File: src/rv_ctrl_pkg.sv
// Shared encodings and control structs for the RV32 pipeline control unit
// Enum values must match the datapath mux encodings
`default_nettype none

package rv_ctrl_pkg;

  localparam int REG_ADDR_W = 5;
  localparam int XLEN       = 32;

  // RV32 major opcodes handled here
  typedef enum logic [6:0] {
    OPC_OP     = 7'b0110011,
    OPC_OP_IMM = 7'b0010011,
    OPC_LUI    = 7'b0110111,
    OPC_AUIPC  = 7'b0010111,
    OPC_LOAD   = 7'b0000011,
    OPC_STORE  = 7'b0100011,
    OPC_JAL    = 7'b1101111,
    OPC_JALR   = 7'b1100111,
    OPC_BRANCH = 7'b1100011
  } opcode_e;

  typedef enum logic [3:0] {
    ALU_ADD  = 4'd0,
    ALU_SUB  = 4'd1,
    ALU_AND  = 4'd2,
    ALU_OR   = 4'd3,
    ALU_XOR  = 4'd4,
    ALU_SLT  = 4'd5,
    ALU_SLTU = 4'd6,
    ALU_SRA  = 4'd7,
    ALU_SRL  = 4'd8,
    ALU_SLL  = 4'd9,
    ALU_CP2  = 4'd12  // pass operand 2 through
  } alu_fn_e;

  typedef enum logic [2:0] {IMM_I, IMM_S, IMM_B, IMM_U, IMM_J} imm_type_e;
  typedef enum logic {OP1_RF, OP1_PC} op1_sel_e;
  typedef enum logic {OP2_RF, OP2_IMM} op2_sel_e;
  typedef enum logic [1:0] {BYP_RF, BYP_X, BYP_M, BYP_W} byp_sel_e;
  typedef enum logic {EX_ALU, EX_PC4} ex_sel_e;
  typedef enum logic {WB_EX, WB_MEM} wb_sel_e;

  // Bit 0 set means a memory access
  typedef enum logic [1:0] {
    MEM_NONE  = 2'b00,
    MEM_LOAD  = 2'b01,
    MEM_STORE = 2'b11
  } mem_op_e;

  typedef enum logic [2:0] {
    BR_NONE = 3'd0,
    BR_BNE  = 3'd1,
    BR_BEQ  = 3'd2,
    BR_BLT  = 3'd3,
    BR_BGE  = 3'd4,
    BR_BLTU = 3'd5,
    BR_BGEU = 3'd6
  } br_type_e;

  typedef enum logic [1:0] {
    JUMP_NONE = 2'b00,
    JUMP_JAL  = 2'b10,
    JUMP_JALR = 2'b11
  } jump_e;

  typedef enum logic [1:0] {PC_PLUS4, PC_BRANCH, PC_JAL, PC_JALR} pc_sel_e;

  // Decoded D-stage control word, all-zero is a bubble
  typedef struct packed {
    jump_e                 jump;
    br_type_e              br_type;
    imm_type_e             imm_type;
    op1_sel_e              op1_sel;
    op2_sel_e              op2_sel;
    logic                  rs1_en;
    logic                  rs2_en;
    alu_fn_e               alu_fn;
    ex_sel_e               ex_sel;
    mem_op_e               mem_op;
    wb_sel_e               wb_sel;
    logic                  rf_wen_pending;
    logic [REG_ADDR_W-1:0] rf_waddr;
  } ctrl_word_t;

  // Pending write of one stage, wen already qualified by stage valid
  typedef struct packed {
    logic                  wen;
    logic [REG_ADDR_W-1:0] addr;
    logic                  is_load;
  } dest_info_t;

  typedef struct packed {
    logic eq;
    logic lt;
    logic ltu;
  } br_cond_t;

  typedef struct packed {
    logic     val;
    br_type_e br_type;
    jump_e    jump;
  } x_branch_t;

  typedef struct packed {
    logic    reg_en;
    pc_sel_e pc_sel;
  } fetch_ctrl_t;

  typedef struct packed {
    logic      reg_en;
    byp_sel_e  op1_byp;
    byp_sel_e  op2_byp;
    op1_sel_e  op1_sel;
    op2_sel_e  op2_sel;
    imm_type_e imm_type;
  } decode_ctrl_t;

  typedef struct packed {
    logic    reg_en;
    alu_fn_e alu_fn;
    ex_sel_e ex_sel;
  } exec_ctrl_t;

  typedef struct packed {
    logic    reg_en;
    wb_sel_e wb_sel;
  } mem_ctrl_t;

  typedef struct packed {
    logic                  reg_en;
    logic [REG_ADDR_W-1:0] rf_waddr;
    logic                  rf_wen;
  } wb_ctrl_t;

endpackage

`default_nettype wire

File: src/branch_resolver.sv
// X-stage branch and JALR resolution from datapath compare flags
`default_nettype none

module branch_resolver import rv_ctrl_pkg::*; (
  input  x_branch_t xbr_i,
  input  br_cond_t  cond_i,
  output logic      redirect_o,
  output pc_sel_e   pc_sel_o
);

  always_comb begin
    redirect_o = 1'b0;
    pc_sel_o   = PC_PLUS4;
    if (xbr_i.val) begin
      // ne, ge, geu are the inverted eq, lt, ltu flags
      case (xbr_i.br_type)
        BR_BEQ:  redirect_o = cond_i.eq;
        BR_BNE:  redirect_o = !cond_i.eq;
        BR_BLT:  redirect_o = cond_i.lt;
        BR_BGE:  redirect_o = !cond_i.lt;
        BR_BLTU: redirect_o = cond_i.ltu;
        BR_BGEU: redirect_o = !cond_i.ltu;
        default: redirect_o = 1'b0;
      endcase
      if (xbr_i.br_type != BR_NONE) begin
        pc_sel_o = PC_BRANCH;
      end else if (xbr_i.jump == JUMP_JALR) begin
        // JALR always leaves the sequential path
        redirect_o = 1'b1;
        pc_sel_o   = PC_JALR;
      end
    end
  end

  always_comb begin
    assert final (!(redirect_o && !xbr_i.val))
      else $error("redirect from an invalid X stage");
  end

endmodule

`default_nettype wire

File: src/inst_decoder.sv
// Combinational RV32I decode, no MUL and no CSR instructions
// Any illegal encoding decodes to a bubble word
`default_nettype none

module inst_decoder import rv_ctrl_pkg::*; (
  input  logic [XLEN-1:0] inst_i,
  output ctrl_word_t      ctrl_o
);

  logic [6:0] opcode;
  logic [2:0] funct3;
  logic [6:0] funct7;
  logic       legal;

  assign opcode = inst_i[6:0];
  assign funct3 = inst_i[14:12];
  assign funct7 = inst_i[31:25];

  always_comb begin
    // Zero word: no write, no memory op, no branch, no jump
    ctrl_o          = '0;
    ctrl_o.rf_waddr = inst_i[11:7];
    legal           = 1'b1;
    case (opcode)
      OPC_OP: begin
        ctrl_o.rs1_en         = 1'b1;
        ctrl_o.rs2_en         = 1'b1;
        ctrl_o.rf_wen_pending = 1'b1;
        legal = (funct7 == 7'b0000000) || (funct7 == 7'b0100000);
        // funct7 bit 5 picks sub and sra
        case ({funct7[5], funct3})
          4'b0_000: ctrl_o.alu_fn = ALU_ADD;
          4'b1_000: ctrl_o.alu_fn = ALU_SUB;
          4'b0_001: ctrl_o.alu_fn = ALU_SLL;
          4'b0_010: ctrl_o.alu_fn = ALU_SLT;
          4'b0_011: ctrl_o.alu_fn = ALU_SLTU;
          4'b0_100: ctrl_o.alu_fn = ALU_XOR;
          4'b0_101: ctrl_o.alu_fn = ALU_SRL;
          4'b1_101: ctrl_o.alu_fn = ALU_SRA;
          4'b0_110: ctrl_o.alu_fn = ALU_OR;
          4'b0_111: ctrl_o.alu_fn = ALU_AND;
          default:  legal = 1'b0;
        endcase
      end
      OPC_OP_IMM: begin
        ctrl_o.rs1_en         = 1'b1;
        ctrl_o.op2_sel        = OP2_IMM;
        ctrl_o.imm_type       = IMM_I;
        ctrl_o.rf_wen_pending = 1'b1;
        case (funct3)
          3'b000: ctrl_o.alu_fn = ALU_ADD;
          3'b010: ctrl_o.alu_fn = ALU_SLT;
          3'b011: ctrl_o.alu_fn = ALU_SLTU;
          3'b100: ctrl_o.alu_fn = ALU_XOR;
          3'b110: ctrl_o.alu_fn = ALU_OR;
          3'b111: ctrl_o.alu_fn = ALU_AND;
          3'b001: begin
            ctrl_o.alu_fn = ALU_SLL;
            legal         = (funct7 == 7'b0000000);
          end
          default: begin
            // Shift right, srai carries funct7 bit 5
            ctrl_o.alu_fn = funct7[5] ? ALU_SRA : ALU_SRL;
            legal         = (funct7 == 7'b0000000) || (funct7 == 7'b0100000);
          end
        endcase
      end
      OPC_LUI: begin
        ctrl_o.op2_sel        = OP2_IMM;
        ctrl_o.imm_type       = IMM_U;
        ctrl_o.alu_fn         = ALU_CP2;
        ctrl_o.rf_wen_pending = 1'b1;
      end
      OPC_AUIPC: begin
        ctrl_o.op1_sel        = OP1_PC;
        ctrl_o.op2_sel        = OP2_IMM;
        ctrl_o.imm_type       = IMM_U;
        ctrl_o.rf_wen_pending = 1'b1;
      end
      // Word accesses only
      OPC_LOAD: begin
        legal                 = (funct3 == 3'b010);
        ctrl_o.rs1_en         = 1'b1;
        ctrl_o.op2_sel        = OP2_IMM;
        ctrl_o.mem_op         = MEM_LOAD;
        ctrl_o.wb_sel         = WB_MEM;
        ctrl_o.rf_wen_pending = 1'b1;
      end
      OPC_STORE: begin
        legal           = (funct3 == 3'b010);
        ctrl_o.rs1_en   = 1'b1;
        ctrl_o.rs2_en   = 1'b1;
        ctrl_o.op2_sel  = OP2_IMM;
        ctrl_o.imm_type = IMM_S;
        ctrl_o.mem_op   = MEM_STORE;
      end
      OPC_JAL: begin
        ctrl_o.jump           = JUMP_JAL;
        ctrl_o.imm_type       = IMM_J;
        ctrl_o.ex_sel         = EX_PC4;
        ctrl_o.rf_wen_pending = 1'b1;
      end
      OPC_JALR: begin
        legal                 = (funct3 == 3'b000);
        ctrl_o.jump           = JUMP_JALR;
        ctrl_o.rs1_en         = 1'b1;
        ctrl_o.op2_sel        = OP2_IMM;
        ctrl_o.ex_sel         = EX_PC4;
        ctrl_o.rf_wen_pending = 1'b1;
      end
      OPC_BRANCH: begin
        ctrl_o.rs1_en   = 1'b1;
        ctrl_o.rs2_en   = 1'b1;
        ctrl_o.imm_type = IMM_B;
        case (funct3)
          3'b000:  ctrl_o.br_type = BR_BEQ;
          3'b001:  ctrl_o.br_type = BR_BNE;
          3'b100:  ctrl_o.br_type = BR_BLT;
          3'b101:  ctrl_o.br_type = BR_BGE;
          3'b110:  ctrl_o.br_type = BR_BLTU;
          3'b111:  ctrl_o.br_type = BR_BGEU;
          default: legal = 1'b0;
        endcase
      end
      default: legal = 1'b0;
    endcase
    if (!legal) begin
      ctrl_o = '0;
    end
  end

  // Stores never reach the register file write port
  always_comb begin
    assert final (!(ctrl_o.mem_op == MEM_STORE && ctrl_o.rf_wen_pending))
      else $error("store decoded with a register write");
  end

endmodule

`default_nettype wire

File: src/operand_hazard.sv
// D-stage bypass select and load-use detection
// Destinations arrive already qualified by their stage valid bits
`default_nettype none

module operand_hazard import rv_ctrl_pkg::*; (
  input  ctrl_word_t            ctrl_i,
  input  logic [REG_ADDR_W-1:0] rs1_i,
  input  logic [REG_ADDR_W-1:0] rs2_i,
  input  dest_info_t            dest_x_i,
  input  dest_info_t            dest_m_i,
  input  dest_info_t            dest_w_i,
  output byp_sel_e              op1_byp_o,
  output byp_sel_e              op2_byp_o,
  output logic                  load_use_o
);

  // Pending write to this source, x0 never matches
  function automatic logic hit(input dest_info_t dest, input logic [REG_ADDR_W-1:0] rs);
    return dest.wen && (dest.addr == rs) && (rs != '0);
  endfunction

  // Youngest writer wins, a load in X has no data yet
  function automatic byp_sel_e pick(input logic en, input logic [REG_ADDR_W-1:0] rs,
                                    input dest_info_t dx, input dest_info_t dm,
                                    input dest_info_t dw);
    if (!en) begin
      return BYP_RF;
    end
    if (hit(dx, rs) && !dx.is_load) begin
      return BYP_X;
    end
    if (hit(dm, rs)) begin
      return BYP_M;
    end
    if (hit(dw, rs)) begin
      return BYP_W;
    end
    return BYP_RF;
  endfunction

  assign op1_byp_o = pick(ctrl_i.rs1_en, rs1_i, dest_x_i, dest_m_i, dest_w_i);
  assign op2_byp_o = pick(ctrl_i.rs2_en, rs2_i, dest_x_i, dest_m_i, dest_w_i);

  // Load result is only available from M onwards
  assign load_use_o = dest_x_i.is_load &&
                      ((ctrl_i.rs1_en && hit(dest_x_i, rs1_i)) ||
                       (ctrl_i.rs2_en && hit(dest_x_i, rs2_i)));

endmodule

`default_nettype wire

File: src/pipe_ctrl.sv
// Stage valids, control pipeline and stall/squash network, W never stalls
// Instruction memory must accept every request, imem_req_rdy_i is not waited on
// A squashed fetch response is flagged by imem_resp_drop_o for an external drop unit
`default_nettype none

module pipe_ctrl import rv_ctrl_pkg::*; (
  input  logic         clk,
  input  logic         reset,
  input  ctrl_word_t   ctrl_d_i,
  input  byp_sel_e     op1_byp_i,
  input  byp_sel_e     op2_byp_i,
  input  logic         load_use_i,
  input  logic         redirect_x_i,
  input  pc_sel_e      pc_sel_x_i,
  output logic         imem_req_val_o,
  input  logic         imem_req_rdy_i,
  input  logic         imem_resp_val_i,
  output logic         imem_resp_rdy_o,
  output logic         imem_resp_drop_o,
  output logic         dmem_req_val_o,
  input  logic         dmem_req_rdy_i,
  output mem_op_e      dmem_req_type_o,
  input  logic         dmem_resp_val_i,
  output logic         dmem_resp_rdy_o,
  output dest_info_t   dest_x_o,
  output dest_info_t   dest_m_o,
  output dest_info_t   dest_w_o,
  output x_branch_t    xbr_o,
  output fetch_ctrl_t  fetch_ctrl_o,
  output decode_ctrl_t decode_ctrl_o,
  output exec_ctrl_t   exec_ctrl_o,
  output mem_ctrl_t    mem_ctrl_o,
  output wb_ctrl_t     wb_ctrl_o,
  output logic         commit_o
);

  logic val_f, val_d, val_x, val_m, val_w;
  logic ostall_f, ostall_d, ostall_x, ostall_m;
  logic stall_f, stall_d, stall_x, stall_m;
  logic osquash_d, osquash_x;
  logic squash_f, squash_d;
  logic reg_en_f, reg_en_d, reg_en_x, reg_en_m;
  logic next_val_f, next_val_d, next_val_x, next_val_m;
  logic reset_q;

  // Pipelined control fields
  ctrl_word_t            ctrl_x;
  mem_op_e               mem_op_m;
  wb_sel_e               wb_sel_m;
  logic                  rf_wen_m;
  logic [REG_ADDR_W-1:0] waddr_m;
  logic                  rf_wen_w;
  logic [REG_ADDR_W-1:0] waddr_w;

  // ------------------------------
  // Stall and squash network
  // ------------------------------

  assign ostall_f = val_f && !imem_resp_val_i;
  assign ostall_d = val_d && load_use_i;
  assign ostall_x = val_x && (ctrl_x.mem_op != MEM_NONE) && !dmem_req_rdy_i;
  assign ostall_m = val_m && (mem_op_m != MEM_NONE) && !dmem_resp_val_i;

  // A stage holds when it or anything ahead of it holds
  assign stall_f = val_f && (ostall_f || ostall_d || ostall_x || ostall_m);
  assign stall_d = val_d && (ostall_d || ostall_x || ostall_m);
  assign stall_x = val_x && (ostall_x || ostall_m);
  assign stall_m = val_m && ostall_m;

  // JAL resolves in D, branches and JALR in X
  assign osquash_d = val_d && (ctrl_d_i.jump == JUMP_JAL);
  // A stalled X must not redirect again on the next cycle
  assign osquash_x = val_x && !stall_x && redirect_x_i;

  assign squash_f = val_f && (osquash_d || osquash_x);
  assign squash_d = val_d && osquash_x;

  assign reg_en_f = !stall_f || squash_f;
  assign reg_en_d = !stall_d || squash_d;
  assign reg_en_x = !stall_x;
  assign reg_en_m = !stall_m;

  assign next_val_f = val_f && !stall_f && !squash_f;
  assign next_val_d = val_d && !stall_d && !squash_d;
  assign next_val_x = val_x && !stall_x;
  assign next_val_m = val_m && !stall_m;

  // ------------------------------
  // Pipeline registers
  // ------------------------------

  // Keeps fetch quiet for one cycle after reset
  always_ff @(posedge clk) begin
    reset_q <= reset;
  end

  always_ff @(posedge clk) begin
    if (reset) begin
      val_f <= 1'b0;
      val_d <= 1'b0;
      val_x <= 1'b0;
      val_m <= 1'b0;
      val_w <= 1'b0;
    end else begin
      // F is valid once a request went out
      if (reg_en_f) val_f <= imem_req_val_o;
      if (reg_en_d) val_d <= next_val_f;
      if (reg_en_x) val_x <= next_val_d;
      if (reg_en_m) val_m <= next_val_x;
      val_w <= next_val_m;
    end
  end

  always_ff @(posedge clk) begin
    if (reg_en_x) begin
      ctrl_x <= ctrl_d_i;
    end
    if (reg_en_m) begin
      mem_op_m <= ctrl_x.mem_op;
      wb_sel_m <= ctrl_x.wb_sel;
      rf_wen_m <= ctrl_x.rf_wen_pending;
      waddr_m  <= ctrl_x.rf_waddr;
    end
    rf_wen_w <= rf_wen_m;
    waddr_w  <= waddr_m;
  end

  // ------------------------------
  // Memory strobes
  // ------------------------------

  assign imem_req_val_o   = reg_en_f && !reset && !reset_q;
  assign imem_resp_rdy_o  = val_f && reg_en_f;
  assign imem_resp_drop_o = squash_f;

  assign dmem_req_val_o  = val_x && !stall_x && (ctrl_x.mem_op != MEM_NONE);
  assign dmem_req_type_o = ctrl_x.mem_op;
  assign dmem_resp_rdy_o = val_m && !stall_m && (mem_op_m != MEM_NONE);

  // ------------------------------
  // Stage outputs
  // ------------------------------

  always_comb begin
    dest_x_o.wen     = val_x && ctrl_x.rf_wen_pending;
    dest_x_o.addr    = ctrl_x.rf_waddr;
    dest_x_o.is_load = ctrl_x.mem_op == MEM_LOAD;
    dest_m_o.wen     = val_m && rf_wen_m;
    dest_m_o.addr    = waddr_m;
    dest_m_o.is_load = mem_op_m == MEM_LOAD;
    // Load data is in the W pipeline register already
    dest_w_o.wen     = val_w && rf_wen_w;
    dest_w_o.addr    = waddr_w;
    dest_w_o.is_load = 1'b0;
  end

  assign xbr_o.val     = val_x;
  assign xbr_o.br_type = ctrl_x.br_type;
  assign xbr_o.jump    = ctrl_x.jump;

  // Redirect from X overrides a JAL in D
  always_comb begin
    fetch_ctrl_o.reg_en = reg_en_f;
    if (redirect_x_i) begin
      fetch_ctrl_o.pc_sel = pc_sel_x_i;
    end else if (osquash_d) begin
      fetch_ctrl_o.pc_sel = PC_JAL;
    end else begin
      fetch_ctrl_o.pc_sel = PC_PLUS4;
    end
  end

  always_comb begin
    decode_ctrl_o.reg_en   = reg_en_d;
    decode_ctrl_o.op1_byp  = val_d ? op1_byp_i : BYP_RF;
    decode_ctrl_o.op2_byp  = val_d ? op2_byp_i : BYP_RF;
    decode_ctrl_o.op1_sel  = ctrl_d_i.op1_sel;
    decode_ctrl_o.op2_sel  = ctrl_d_i.op2_sel;
    decode_ctrl_o.imm_type = ctrl_d_i.imm_type;
  end

  assign exec_ctrl_o.reg_en = reg_en_x;
  assign exec_ctrl_o.alu_fn = ctrl_x.alu_fn;
  assign exec_ctrl_o.ex_sel = ctrl_x.ex_sel;

  assign mem_ctrl_o.reg_en = reg_en_m;
  assign mem_ctrl_o.wb_sel = wb_sel_m;

  assign wb_ctrl_o.reg_en   = 1'b1;
  assign wb_ctrl_o.rf_waddr = waddr_w;
  assign wb_ctrl_o.rf_wen   = val_w && rf_wen_w;

  assign commit_o = val_w;

  // ------------------------------
  // Assertions
  // ------------------------------

  // X stall on a busy data memory keeps the request back
  a_dmem_req_rdy: assert property (@(posedge clk) disable iff (reset)
    dmem_req_val_o |-> dmem_req_rdy_i);

  a_drop_val_f: assert property (@(posedge clk) disable iff (reset)
    imem_resp_drop_o |-> val_f);

  // Environment must take each fetch request
  a_imem_req_rdy: assert property (@(posedge clk) disable iff (reset)
    imem_req_val_o |-> imem_req_rdy_i);

endmodule

`default_nettype wire

File: src/rv_pipe_ctrl.sv
// Five-stage RV32I pipeline control top level
// inst_d_i must hold the D-stage instruction, br_cond_i the X-stage compare flags
`default_nettype none

module rv_pipe_ctrl import rv_ctrl_pkg::*; (
  input  logic            clk,
  input  logic            reset,
  // Instruction memory
  output logic            imem_req_val_o,
  input  logic            imem_req_rdy_i,
  input  logic            imem_resp_val_i,
  output logic            imem_resp_rdy_o,
  output logic            imem_resp_drop_o,
  // Data memory
  output logic            dmem_req_val_o,
  input  logic            dmem_req_rdy_i,
  output mem_op_e         dmem_req_type_o,
  input  logic            dmem_resp_val_i,
  output logic            dmem_resp_rdy_o,
  // Datapath status
  input  logic [XLEN-1:0] inst_d_i,
  input  br_cond_t        br_cond_i,
  // Datapath control
  output fetch_ctrl_t     fetch_ctrl_o,
  output decode_ctrl_t    decode_ctrl_o,
  output exec_ctrl_t      exec_ctrl_o,
  output mem_ctrl_t       mem_ctrl_o,
  output wb_ctrl_t        wb_ctrl_o,
  output logic            commit_o
);

  ctrl_word_t ctrl_d;
  byp_sel_e   op1_byp, op2_byp;
  logic       load_use;
  logic       redirect_x;
  pc_sel_e    pc_sel_x;
  dest_info_t dest_x, dest_m, dest_w;
  x_branch_t  xbr;

  inst_decoder inst_decoder_i (
    .inst_i (inst_d_i),
    .ctrl_o (ctrl_d)
  );

  // Source fields rs1 and rs2 of the D instruction
  operand_hazard operand_hazard_i (
    .ctrl_i     (ctrl_d),
    .rs1_i      (inst_d_i[19:15]),
    .rs2_i      (inst_d_i[24:20]),
    .dest_x_i   (dest_x),
    .dest_m_i   (dest_m),
    .dest_w_i   (dest_w),
    .op1_byp_o  (op1_byp),
    .op2_byp_o  (op2_byp),
    .load_use_o (load_use)
  );

  branch_resolver branch_resolver_i (
    .xbr_i      (xbr),
    .cond_i     (br_cond_i),
    .redirect_o (redirect_x),
    .pc_sel_o   (pc_sel_x)
  );

  pipe_ctrl pipe_ctrl_i (
    .clk              (clk),
    .reset            (reset),
    .ctrl_d_i         (ctrl_d),
    .op1_byp_i        (op1_byp),
    .op2_byp_i        (op2_byp),
    .load_use_i       (load_use),
    .redirect_x_i     (redirect_x),
    .pc_sel_x_i       (pc_sel_x),
    .imem_req_val_o   (imem_req_val_o),
    .imem_req_rdy_i   (imem_req_rdy_i),
    .imem_resp_val_i  (imem_resp_val_i),
    .imem_resp_rdy_o  (imem_resp_rdy_o),
    .imem_resp_drop_o (imem_resp_drop_o),
    .dmem_req_val_o   (dmem_req_val_o),
    .dmem_req_rdy_i   (dmem_req_rdy_i),
    .dmem_req_type_o  (dmem_req_type_o),
    .dmem_resp_val_i  (dmem_resp_val_i),
    .dmem_resp_rdy_o  (dmem_resp_rdy_o),
    .dest_x_o         (dest_x),
    .dest_m_o         (dest_m),
    .dest_w_o         (dest_w),
    .xbr_o            (xbr),
    .fetch_ctrl_o     (fetch_ctrl_o),
    .decode_ctrl_o    (decode_ctrl_o),
    .exec_ctrl_o      (exec_ctrl_o),
    .mem_ctrl_o       (mem_ctrl_o),
    .wb_ctrl_o        (wb_ctrl_o),
    .commit_o         (commit_o)
  );

endmodule

`default_nettype wire

File: config.mk
export PLATFORM = sky130hd
export DESIGN_NAME = rv_pipe_ctrl
export DESIGN_NICKNAME = d
export VERILOG_FILES = /design/src/rv_ctrl_pkg.sv /design/src/branch_resolver.sv /design/src/inst_decoder.sv /design/src/operand_hazard.sv /design/src/pipe_ctrl.sv /design/src/rv_pipe_ctrl.sv
export SDC_FILE = /design/constraint.sdc
export NUM_CORES = 1
export LEC_CHECK = 0
export BUFFER_PORTS_ARGS = -buffer_cell sky130_fd_sc_hd__buf_2
export CORE_UTILIZATION = 45
export CTS_BUF_LIST = sky130_fd_sc_hd__clkbuf_4 sky130_fd_sc_hd__clkbuf_8
export DETAILED_ROUTE_END_ITERATION = 8
export GPL_ROUTABILITY_DRIVEN = 0
export GPL_TIMING_DRIVEN = 0
export HOLD_SLACK_MARGIN = 0.06
export PLACE_DENSITY = 0.78
export SLEW_MARGIN = 20
export SYNTH_ARGS = -nofsm -noshare
export SYNTH_HDL_FRONTEND = slang
export SYNTH_HIERARCHICAL = 1
export SYNTH_SLANG_ARGS = --single-unit
File: constraint.sdc
create_clock -name clk -period 6.1 [get_ports clk]
set_input_delay 0.305 -clock clk [delete_from_list [all_inputs] [get_ports clk]]
set_output_delay 0.305 -clock clk [all_outputs]
set_load 0.05 [all_outputs]
==> impl_metrics.toml <==
[power]
powerDensity_mw_per_mm2 = 164
power.leakage_nw = 1.46
ir_drop_v = 0.0000977
p_total_mw = 0.547

[finish]
antenna_cells = 0
finalInstanceArea_sq_mm = 0.00335
fillers = 551
multi_input_area_sq_mm = 0.00137
final_layout_size_suffix_gt1_frac = 0.408
final_common_cell = "buf_2"
layout.nets = 410
seq_area_sq_mm = 0.00108
final_cell_mix = "buf_2, buf_4, edfxtp_1"
fin_util = 0.562
syn2layout_area_growth_pct = 19.4

[global_route]
grt_pass1_vias = 2273
grt_max_degree = 22
grt_first_pass_wirelength_um = 9890
grtUsageTotal = 0.194
grt.overflow.total = 0
antenna_found_initial = 0

[floorplanning]
fp.coreArea_sq_mm = 0.00596
die_w_um = 80.9
initial_utilization = 0.471
fp.dieArea_sq_mm = 0.00655
die_h_um = 80.9
rows = 28
io_pins = 77

[worst_setup_path]
crit_type = "in2out"
rr_worst_depth = 9
cp-start-kind = "input pin"
critPathRequiredTime_ns = 5.79
cp_max_fo = 10
r2r_slack_ns = 4.05
cp.arrival_ns = 3.16
end_kind = "output port"
r2r_start = "pipe_ctrl_i/dest_x_o[5]$_DFFE_PN_"
regToRegEndpoint = "pipe_ctrl_i/val_d$_SDFFE_PP0P_"

[drt]
via_per_inst = 5.17
drtPass1Iterations = 4
vias = 2300
ant_nets = 0
wl_per_cell_um = 12.9
route.detailed.drc = 0
routed_wl_um = 5740
drtIter0Drc = 103

[timing]
clock_skew_ns = 0.00317
worst_pin_slew_ns = 0.879
maxSlewViolCount = 0
rsz0062_at_grt = "false"
maxSlewHeadroom = 0.412
max_freq_mhz = 289
period_share = 0.568
final.setup.tns_ns = 0
hold_viol = 0
finalWorstSetupSlack_ns = 2.63
fin_crit_ns = 3.47
setup_violations = 0

[flow_run]
cap_violations = 0

[min_path]
hold_start = "reset"
holdPathEnd = "pipe_ctrl_i/reset_q$_DFF_P_"
min_path_cells = 1
hp-class = "in2reg"

[clocking]
cts.sinks = 40
cts_resized = 0
cts_hold_buf = 0
clkTransAtPathRegs_ns = 0.07
numCtsBuffers = 5
cts_root_buf = "clkbuf_8"
clk_latency_ns = 0.28
postCtsSetupBuffers = 0
h-tree-depth = 2
tritoncts = "done"
ctsLongestPathBuffers = 2

[synthesis]
synth_nets = 331
synth_warnings = 6
synth_cells = 290
synth.avg_cell_area_sq_um = 9.66
syn-cell-area_sq_mm = 0.00280

[run_status]
outcome = "finished, final reports clean"

[placement]
port_buffers = 72
dp_hpwl_um = 4640
place_area_sq_mm = 0.00326
pre_cts_slack_ns = 2.66
-- registers in the layout (all words and copies together) (netlist names), 2 cells and up --
signal / cells
pipe_ctrl_i/ctrl_x: 2
pipe_ctrl_i/dest_x_o: 5
pipe_ctrl_i/dmem_req_type_o: 2
pipe_ctrl_i/exec_ctrl_o: 5
pipe_ctrl_i/mem_op_m: 2
pipe_ctrl_i/waddr_m: 5
pipe_ctrl_i/waddr_w: 5
pipe_ctrl_i/xbr_o: 5
-- report_power, final --
part	leakage [nW]	internal (mW)	total, mW	switching, mW
clock	0.0491	0.0891	0.172	0.0831
sequential	0.442	0.291	0.294	0.00329
combinational	0.965	0.0349	0.0813	0.0465
-- worst max-delay path by stage --
stage                 startpoint             end  slack (ns)  cells after the start
floorplan           inst_d_i[13]  imem_req_val_o        2.45                     14
global placement     inst_d_i[3]  imem_req_val_o        2.75                     16
detailed placement  inst_d_i[13]  imem_req_val_o        2.66                     16
CTS                 inst_d_i[13]  imem_req_val_o        2.66                     16
global route         inst_d_i[2]  imem_req_val_o        2.34                     14
finish               inst_d_i[3]  imem_req_val_o        2.63                     16
-- routing by layer --
layer  vias to the layer above  global-route usage  wire length [um]  part of all wire
met5                         -                   0                 0                 0
met4                         0              0.0589                53            0.0092
met3                         4              0.0371               360             0.063
met2                        84               0.344              2790              0.49
met1                      1054               0.237              2540              0.44
li1                       1158                   -                 -                 -
-- through the flow --
step | std cells | hold WS, ns
detailed placement | 437 | 0.349
global route | 445 | 0.225
global placement | 437 | 0.345
finish | 445 | 0.227
CTS | 445 | 0.222
floorplan | 290 | 0.333
-- critical path, stage by stage --
cell and delay, ns:
buf_2 0.13, and3b_1 0.20, buf_2 0.17, nand3_1 0.17
nor2_1 0.23, a21oi_2 0.13, buf_6 0.17, nor3_2 0.21
inv_1 0.11, nor4_1 0.31, o21a_1 0.18, a21boi_0 0.13
a21oi_1 0.18, o211ai_1 0.13, nor3b_1 0.17, buf_2 0.21
-- final cells by class --
cell class | instances | share of cell area
multi-input combinational | 198 | 0.410
tap | 75 | 0.0280
inverter | 8 | 0.00898
clock inverter | 1 | 0.00150
timing repair buffer | 72 | 0.108
buffer | 44 | 0.0957
sequential | 40 | 0.323
clock buffer | 7 | 0.0251
No activity file was read; power rests on OpenSTA's default activity.
